[src/design/acsPkg.sv]
package acsPkg;

   // sample and metric widths used across the ACS datapath
   localparam int MF_BITS      = 10;  // matched-filter sample width
   localparam int ROT_BITS     = 8;   // rotator works on the top bits of each MF sample
   localparam int ACS_BITS     = 10;  // accumulated metric width
   localparam int NUM_BRANCHES = 4;   // trellis branches per symbol
   localparam int ANGLE_BITS   = 5;   // 32 phase steps per full turn
   localparam int TRIG_BITS    = 6;   // trig table is scaled by 2**TRIG_BITS

   // amount taken off the best metric when the loop asks for normalization
   localparam int NORM_OFFSET = 128;

   typedef logic signed [MF_BITS-1:0]  mfSample_t;
   typedef logic signed [ROT_BITS-1:0] rotSample_t;
   typedef logic signed [ACS_BITS-1:0] metric_t;
   typedef logic [1:0]                 branchIdx_t;
   typedef logic [ANGLE_BITS-1:0]      angle_t;
   typedef logic [4:0]                 tilt_t;

   // round(64 * sin(2*pi*k/32)), one entry per angle step
   // cosine is read eight steps further on, which is a quarter turn
   localparam logic signed [TRIG_BITS+1:0] sineTable [1 << ANGLE_BITS] = '{
        0,  12,  24,  36,  45,  53,  59,  63,
       64,  63,  59,  53,  45,  36,  24,  12,
        0, -12, -24, -36, -45, -53, -59, -63,
      -64, -63, -59, -53, -45, -36, -24, -12
   };

endpackage

[src/design/branchMetricIf.sv]
`timescale 1ns/100ps

// all four candidate metrics of one symbol, presented in parallel
interface branchMetricIf import acsPkg::*; ();

   logic       valid;               // one strobe per symbol
   metric_t    sum  [NUM_BRANCHES]; // accumulated metric plus rotated I, per branch
   rotSample_t rotI [NUM_BRANCHES]; // rotated pair that produced each sum
   rotSample_t rotQ [NUM_BRANCHES];

   // adder side drives the whole bundle
   modport src (
      output valid, sum, rotI, rotQ
   );

   // selector side
   modport dst (
      input valid, sum, rotI, rotQ
   );

endinterface

[src/design/rotBranchIf.sv]
`timescale 1ns/100ps

// one rotated branch per cycle, branches 0..3 of a symbol on consecutive cycles
interface rotBranchIf import acsPkg::*; ();

   logic       valid;      // single-cycle strobe per branch
   branchIdx_t branchIdx;  // which branch is on the bus this cycle
   logic       even;       // symEnEven captured with this symbol
   rotSample_t i;          // rotated in-phase sample
   rotSample_t q;          // rotated quadrature sample

   // the rotator drives everything
   modport src (
      output valid, branchIdx, even, i, q
   );

   // the metric adder only listens
   modport dst (
      input valid, branchIdx, even, i, q
   );

endinterface

[src/design/acsTop.sv]
`timescale 1ns/100ps

module acsTop import acsPkg::*; #(
   parameter int ROT45 [NUM_BRANCHES] = '{0, 1, 2, 3},
   parameter int ROT54 [NUM_BRANCHES] = '{0, 3, 6, 9}
) (
   input  logic       clk,
   input  logic       reset,
   input  logic       symEn,
   input  logic       symEnEven,
   input  tilt_t      tilt,
   input  mfSample_t  mfI45 [NUM_BRANCHES],
   input  mfSample_t  mfQ45 [NUM_BRANCHES],
   input  mfSample_t  mfI54 [NUM_BRANCHES],
   input  mfSample_t  mfQ54 [NUM_BRANCHES],
   input  metric_t    accMet45 [NUM_BRANCHES],  // must hold from symEn until branch 0 lands
   input  metric_t    accMet54 [NUM_BRANCHES],
   input  logic       normalizeIn,
   output branchIdx_t selOut,
   output rotSample_t iOut,
   output rotSample_t qOut,
   output metric_t    accMetOut,
   output logic       normalizeOut,
   output logic       symEnOut                  // six edges after symEn
);

   rotBranchIf    rotBus ();     // serial rotated branches
   branchMetricIf metricBus ();  // parallel sums per symbol

   // stage 1, rotate each branch by tilt and its phase offset
   branchRotator #(
      .ROT45 (ROT45),
      .ROT54 (ROT54)
   ) rotStage (
      .clk       (clk),
      .reset     (reset),
      .symEn     (symEn),
      .symEnEven (symEnEven),
      .tilt      (tilt),
      .mfI45     (mfI45),
      .mfQ45     (mfQ45),
      .mfI54     (mfI54),
      .mfQ54     (mfQ54),
      .out       (rotBus)
   );

   // stage 2, add rotated I to the accumulated metrics
   metricAdder addStage (
      .clk      (clk),
      .reset    (reset),
      .accMet45 (accMet45),
      .accMet54 (accMet54),
      .in       (rotBus),
      .out      (metricBus)
   );

   // stage 3, compare and select the survivor
   survivorSelect selStage (
      .clk          (clk),
      .reset        (reset),
      .in           (metricBus),
      .normalizeIn  (normalizeIn),
      .selOut       (selOut),
      .iOut         (iOut),
      .qOut         (qOut),
      .accMetOut    (accMetOut),
      .normalizeOut (normalizeOut),
      .symEnOut     (symEnOut)
   );

endmodule

[src/design/branchRotator.sv]
`timescale 1ns/100ps

module branchRotator import acsPkg::*; #(
   parameter int ROT45 [NUM_BRANCHES] = '{0, 1, 2, 3},  // phase offsets of the 45 set
   parameter int ROT54 [NUM_BRANCHES] = '{0, 3, 6, 9}   // phase offsets of the 54 set
) (
   input  logic      clk,
   input  logic      reset,
   input  logic      symEn,      // symbol strobe, inputs are sampled on this edge
   input  logic      symEnEven,  // high selects the 54 set for this symbol
   input  tilt_t     tilt,
   input  mfSample_t mfI45 [NUM_BRANCHES],
   input  mfSample_t mfQ45 [NUM_BRANCHES],
   input  mfSample_t mfI54 [NUM_BRANCHES],
   input  mfSample_t mfQ54 [NUM_BRANCHES],
   rotBranchIf.src   out
);

   // matched-filter samples held for the four rotator passes
   mfSample_t capI45 [NUM_BRANCHES];
   mfSample_t capQ45 [NUM_BRANCHES];
   mfSample_t capI54 [NUM_BRANCHES];
   mfSample_t capQ54 [NUM_BRANCHES];
   logic      capEven;
   tilt_t     capTilt;

   branchIdx_t branchCnt;  // branch being rotated this cycle
   logic       busy;       // high while branches of a captured symbol remain

   mfSample_t  selI, selQ;
   int         offset;
   angle_t     angle;
   rotSample_t inI, inQ;
   logic signed [TRIG_BITS+1:0]         sinVal, cosVal;
   logic signed [ROT_BITS+TRIG_BITS+2:0] prodI, prodQ;  // wide enough for two full products

   // sample everything on the symbol strobe, the MF outputs move on right after
   always_ff @(posedge clk) begin
      if (symEn) begin
         capI45  <= mfI45;
         capQ45  <= mfQ45;
         capI54  <= mfI54;
         capQ54  <= mfQ54;
         capEven <= symEnEven;
         capTilt <= tilt;
      end
   end

   // branch sequencer, one branch per clock after the strobe
   always_ff @(posedge clk) begin
      if (reset) begin
         busy      <= 1'b0;
         branchCnt <= '0;
         out.valid <= 1'b0;
      end else begin
         out.valid <= busy;  // the branch counted this cycle is registered on the bus
         if (symEn) begin
            busy      <= 1'b1;  // a new strobe restarts the sequence at branch 0
            branchCnt <= '0;
         end else if (busy) begin
            branchCnt <= branchCnt + 1'b1;
            if (branchCnt == NUM_BRANCHES - 1)
               busy <= 1'b0;  // last branch leaves this cycle
         end
      end
   end

   always_comb begin
      // pick the set named by the captured even flag
      selI   = capEven ? capI54[branchCnt] : capI45[branchCnt];
      selQ   = capEven ? capQ54[branchCnt] : capQ45[branchCnt];
      offset = capEven ? ROT54[branchCnt] : ROT45[branchCnt];

      // negative tilt plus twice the branch offset, wrapped to one turn
      angle = angle_t'((1 << ANGLE_BITS) - (int'(capTilt) + 2 * offset));

      // the rotator only sees the upper bits of each MF sample
      inI = selI[MF_BITS-1 -: ROT_BITS];
      inQ = selQ[MF_BITS-1 -: ROT_BITS];

      sinVal = sineTable[angle];
      cosVal = sineTable[angle_t'(angle + (1 << (ANGLE_BITS - 2)))];  // quarter turn ahead

      // complex multiply by exp(j*angle)
      prodI = inI * cosVal - inQ * sinVal;
      prodQ = inI * sinVal + inQ * cosVal;
   end

   // drop the trig scaling and wrap back to sample width
   always_ff @(posedge clk) begin
      out.branchIdx <= branchCnt;
      out.even      <= capEven;
      out.i         <= rotSample_t'(prodI >>> TRIG_BITS);
      out.q         <= rotSample_t'(prodQ >>> TRIG_BITS);
   end

endmodule

[src/design/metricAdder.sv]
`timescale 1ns/100ps

module metricAdder import acsPkg::*; (
   input  logic      clk,
   input  logic      reset,
   input  metric_t   accMet45 [NUM_BRANCHES],  // accumulated metrics of the 45 set
   input  metric_t   accMet54 [NUM_BRANCHES],  // accumulated metrics of the 54 set
   rotBranchIf.dst   in,
   branchMetricIf.src out
);

   metric_t    metLatched [NUM_BRANCHES];  // metric set picked for the symbol in flight
   rotSample_t iSlot [NUM_BRANCHES-1];     // branches 0..2 wait here for branch 3
   rotSample_t qSlot [NUM_BRANCHES-1];

   rotSample_t iAll [NUM_BRANCHES];
   rotSample_t qAll [NUM_BRANCHES];
   metric_t    sumNext [NUM_BRANCHES];
   metric_t    iExt;

   logic firstBranch, lastBranch;

   assign firstBranch = in.valid && (in.branchIdx == '0);
   assign lastBranch  = in.valid && (in.branchIdx == NUM_BRANCHES - 1);

   // grab the metric set when branch 0 shows up, the even flag rides along with it
   always_ff @(posedge clk) begin
      if (firstBranch) begin
         for (int k = 0; k < NUM_BRANCHES; k++) begin
            metLatched[k] <= in.even ? accMet54[k] : accMet45[k];
         end
      end
   end

   // serial to parallel, branch 3 is never stored and goes straight to the adders
   always_ff @(posedge clk) begin
      if (in.valid && (in.branchIdx != NUM_BRANCHES - 1)) begin
         iSlot[in.branchIdx] <= in.i;
         qSlot[in.branchIdx] <= in.q;
      end
   end

   always_comb begin
      iExt = '0;
      for (int k = 0; k < NUM_BRANCHES; k++) begin
         iAll[k] = (k == NUM_BRANCHES - 1) ? in.i : iSlot[k];
         qAll[k] = (k == NUM_BRANCHES - 1) ? in.q : qSlot[k];
         iExt    = iAll[k];                  // signed assignment sign-extends
         sumNext[k] = metLatched[k] + iExt;  // two's complement wrap at ACS_BITS
      end
   end

   // one strobe per symbol, raised the cycle after branch 3 is seen
   always_ff @(posedge clk) begin
      if (reset)
         out.valid <= 1'b0;
      else
         out.valid <= lastBranch;
   end

   always_ff @(posedge clk) begin
      if (lastBranch) begin
         out.sum  <= sumNext;
         out.rotI <= iAll;
         out.rotQ <= qAll;
      end
   end

endmodule

[src/design/survivorSelect.sv]
`timescale 1ns/100ps

module survivorSelect import acsPkg::*; (
   input  logic          clk,
   input  logic          reset,
   branchMetricIf.dst    in,
   input  logic          normalizeIn,   // loop asks to pull the metric down this symbol
   output branchIdx_t    selOut,        // surviving branch
   output rotSample_t    iOut,
   output rotSample_t    qOut,
   output metric_t       accMetOut,
   output logic          normalizeOut,  // best metric is getting close to overflow
   output logic          symEnOut
);

   branchIdx_t winIdx;
   metric_t    bestMetric;
   metric_t    normDiff;

   // signed four-way max, strict compare so a tie keeps the lower index
   always_comb begin
      winIdx = '0;
      for (int k = 1; k < NUM_BRANCHES; k++) begin
         if (in.sum[k] > in.sum[winIdx])
            winIdx = branchIdx_t'(k);
      end
   end

   // survivor registers, everything moves on the same edge
   always_ff @(posedge clk) begin
      if (reset) begin
         selOut     <= '0;
         iOut       <= '0;
         qOut       <= '0;
         bestMetric <= '0;
         symEnOut   <= 1'b0;
      end else begin
         symEnOut <= in.valid;  // exactly one cycle per symbol
         if (in.valid) begin
            selOut     <= winIdx;
            iOut       <= in.rotI[winIdx];  // rotated pair of the winner feeds the phase loop
            qOut       <= in.rotQ[winIdx];
            bestMetric <= in.sum[winIdx];
         end
      end
   end

   // positive and the bit below the sign is set, so the next few symbols could overflow
   assign normalizeOut = (bestMetric[ACS_BITS-1 -: 2] == 2'b01);

   // subtract the offset and wrap, the sign bit tells us whether to clamp
   assign normDiff = metric_t'(bestMetric - NORM_OFFSET);

   always_comb begin
      if (!normalizeIn)
         accMetOut = bestMetric;
      else if (normDiff[ACS_BITS-1])
         accMetOut = '0;  // went below zero, floor the metric
      else
         accMetOut = normDiff;
   end

endmodule

[config.mk]
export PLATFORM = sky130hd
export DESIGN_NAME = acsTop
export DESIGN_NICKNAME = d
export VERILOG_FILES = /design/src/design/acsPkg.sv /design/src/design/branchMetricIf.sv /design/src/design/rotBranchIf.sv /design/src/design/acsTop.sv /design/src/design/branchRotator.sv /design/src/design/metricAdder.sv /design/src/design/survivorSelect.sv
export SDC_FILE = /design/constraint.sdc
export NUM_CORES = 1
export LEC_CHECK = 0
export BUFFER_PORTS_ARGS = -buffer_cell sky130_fd_sc_hd__clkbuf_2
export CELL_PAD_IN_SITES_DETAIL_PLACEMENT = 1
export CELL_PAD_IN_SITES_GLOBAL_PLACEMENT = 1
export CORE_ASPECT_RATIO = 0.75
export CORE_UTILIZATION = 30
export DETAILED_ROUTE_END_ITERATION = 7
export PLACE_DENSITY_LB_ADDON = 0.1
export SKIP_LAST_GASP = 1
export SLEW_MARGIN = 0
export SYNTH_ARGS = -nofsm -noshare
export SYNTH_HDL_FRONTEND = slang
export SYNTH_SLANG_ARGS = --single-unit
[constraint.sdc]
create_clock -name clk -period 9.9 [get_ports clk]
set_input_delay 1.485 -clock clk [delete_from_list [all_inputs] [get_ports clk]]
set_output_delay 1.485 -clock clk [all_outputs]
set_load 0.01 [all_outputs]
==> qor.yml <==
logic_synthesis:
  ys_warn_count: 0
  seq_area_frac_synth_pct: 42.14
  synth_edf_count: 326
  synth_top_cell_area_share_pct: 38.02
  yosysMostFrequentCell: "edfxtp_1"
  ys_seq_elements: 379
  synth-async-reset-ratio_pct: 0
  avgSynthCellArea_um2: 12.18
  yosys-top-cells-area: "edfxtp_1 38%, fa_1 18%, ha_1 8.6%, inv_1 4.5%, dfxtp_1 4.1%"
  synth_cell_type_count: 68
  yosysTopAreaCell: "edfxtp_1"
  syn-cell-area_um2: 25750
  syn-instance-count: 2114
  synth_top_cells_by_count: "326 x edfxtp_1, 307 x inv_1, 228 x fa_1"
  synth_nets: 2768
  ys.flop_type: "edfxtp_1"
worst_setup_path:
  slowest_delay_ps: 830
  regToRegEndpoint: "rotStage.out.i[7]$_DFF_P_"
  regToRegSetupSlack_ps: 670
  cp-end-kind: "flip-flop"
  critPathLaunchType: "flip-flop"
  rr_startpoint: "rotStage.branchCnt[0]$_SDFFE_PP0P_"
  crit_fanout: 17
  required_ps: 10330
  crit_type: "reg -> reg"
  path_common_cell: "ha_1"
  critPathSlowestCell: "a2111oi_0"
  r2r_cells: 31
  critical_path_arrival_ps: 9650
floorplanning:
  fp.dieH_um: 255.7
  io_pins: 280
  initial_core_util_pct: 30.48
  fp.dieW_um: 340.3
  placementRows: 92
  core_area_um2: 84490
  die_area_um2: 87020
worst_hold_path:
  holdPathStages: 0
  worst_hold_path_type: "reg -> reg"
  hold_start: "addStage.qSlot[1][7]$_DFFE_PP_"
  hold_path_end: "addStage.out.rotQ[23]$_DFFE_PP_"
detailed_routing:
  viasPerCell: 4.715
  first_pass_iters: 5
  drt_drc_violations_left: 0
  wl_um: 75280
  antenna_left: 0
  via_count: 16680
  drt_iter0_drc: 926
  wl_per_cell_um: 21.28
grt:
  overflow: 0
  track_usage_pct: 17.58
  antenna_found_initial: 7
  grt_max_degree: 81
  grt_pass1_wl_um: 115700
  grt_pass1_vias: 18480
sta:
  finalWorstPathRequiredPeriod_ps: 9229
  rsz0062_at_grt: "false"
  timing.fmax_mhz: 108.3
  fin_setup_tns_ps: 0
  layout_setup_ws_ps: 670.5
  slew_headroom_pct: 20.76
  fin_skew_ps: 33.96
  setup_violations: 0
  finalHoldViolCount: 0
  timing.final.crit_share_pct: 93.23
  worstMarginPinSlew_ps: 1166
  drv_slew: 0
finish:
  synthToLayoutAreaGrowth_pct: 16.29
  layout-drive-gt1-share_pct: 22.46
  fin_nets: 3024
  final_area_um2: 29950
status:
  status: "finished clean"
clock_network:
  path_clk_slew_ps: 60
  clk_latency_ps: 580
  post_cts_buffers: 0
  cts_root_buffer: "clkbuf_16"
  cts_inserted_buffers: 43
  cts_max_level: 2
  clock_sinks: 379
  clockBufferDepth: 3
  holdBufCountCts: 0
  cts_tree: "built"
placed_design:
  place_ws_ps: 406.6
  io_buffers: 247
  gp_congestion: 0.7976
  dp_hpwl_um: 58590
  dpl_cell_area_um2: 28510
run:
  max-cap-violations: 0
-- sequential cells by signal, summed over array words and instances, names as in the netlist, 10 cells and up --
signal,count
selStage.bestMetric,10
rotStage.capI54,32
rotStage.capQ45,32
addStage.out.rotI,32
rotStage.capQ54,32
addStage.metLatched,40
addStage.iSlot,24
addStage.out.sum,40
addStage.out.rotQ,32
rotStage.capI45,32
addStage.qSlot,24
-- how the worst max path moves through the flow --
stage                     cells after the start                                from                   endpoint
after global routing                         31  rotStage.branchCnt[0]$_SDFFE_PP0P_  rotStage.out.i[7]$_DFF_P_
after floorplan                              33          rotStage.capEven$_DFFE_PP_  rotStage.out.q[7]$_DFF_P_
after detailed placement                     34  rotStage.branchCnt[0]$_SDFFE_PP0P_  rotStage.out.i[7]$_DFF_P_
after CTS                                    34  rotStage.branchCnt[0]$_SDFFE_PP0P_  rotStage.out.i[7]$_DFF_P_
after global placement                       34  rotStage.branchCnt[0]$_SDFFE_PP0P_  rotStage.out.i[7]$_DFF_P_
final                                        31  rotStage.branchCnt[0]$_SDFFE_PP0P_  rotStage.out.i[7]$_DFF_P_
-- layout by cell type, fill, tap and decap left out, types with 18 or more instances in the layout --
cell type  synthesis  routed
edfxtp_1         326     326
dfxtp_1           53      51
nor3_1            18      18
mux4_2            33      33
ha_1             176     176
nand2_1           65      65
clkbuf_16          0      44
xnor2_1           68      66
or2_2             42      42
inv_1            307     307
nand2b_1          29      29
nor2_1           187     187
mux2_2            48      48
xor2_1            25      25
buf_4              2      54
clkbuf_2           0     246
o21ai_0           21      18
a21boi_0          26      26
o21a_1            20      20
a21oi_1           55      53
nand3_1           23      23
fa_1             228     228
a21o_1            32      32
-- routing by layer --
layer,global-route usage [%],wire (um),up-vias
li1,-,-,7772
met1,26.50,38190,8499
met2,26.41,32390,342
met3,3.305,3799,59
met4,2.803,867,4
met5,0,24,-
-- through the flow --
step | cells | hold WS, ps | utilization [%]
2_1_floorplan | 2114 | 371.0 | -
3_3_place_gp | 3453 | 404.3 | 33.75
3_5_place_dp | 3453 | 406.3 | 33.75
4_1_cts | 3532 | 420.2 | 35.42
5_1_grt | 3532 | 421.9 | 35.43
6_report | 3537 | 415.5 | 35.44
-- worst max-delay path, delay by kind of cell (launching register included) --
kind	cells	cell delay [ps]
buffers and inverters	6	870
AND/OR/NAND/NOR	5	760
adder cells (fa/ha/maj)	9	3500
flip-flops	1	410
XOR/XNOR	2	850
AO/OA/AOI/OAI	9	2680
-- cell type report --
type,instances,area [um^2]
diodes,5,12.51
clock buffers,54,1139
clock inverters,25,274.0
fillers,9178,54540
inverters,308,1156
multi-input cells,1338,13460
flip-flops and latches,379,10850
well taps,1128,1411
repair buffers,300,1637
-- cell families (layout without fill, tap and decap cells) --
| group | Yosys count | after routing | synth area share (%) |
|---|---|---|---|
| fa+ha+maj | 404 | 404 | 26.28 |
| compound gates | 263 | 263 | 7.386 |
| other cells | 0 | 5 | 0 |
| xor+xnor | 95 | 95 | 3.289 |
| simple gates | 477 | 477 | 9.344 |
| buf+inv | 397 | 687 | 5.884 |
| flops | 379 | 379 | 42.14 |
| mux | 99 | 99 | 5.685 |
-- repair_timing --
item                                   4_1_cts  5_1_grt
gates resized for setup                      0        1
setup endpoints to repair                    0        2
endpoints found under the hold margin        0        0
Power is left out: the tool's default activity adds up to more than one toggle a clock period on the data nets, which glitch-free logic cannot reach.
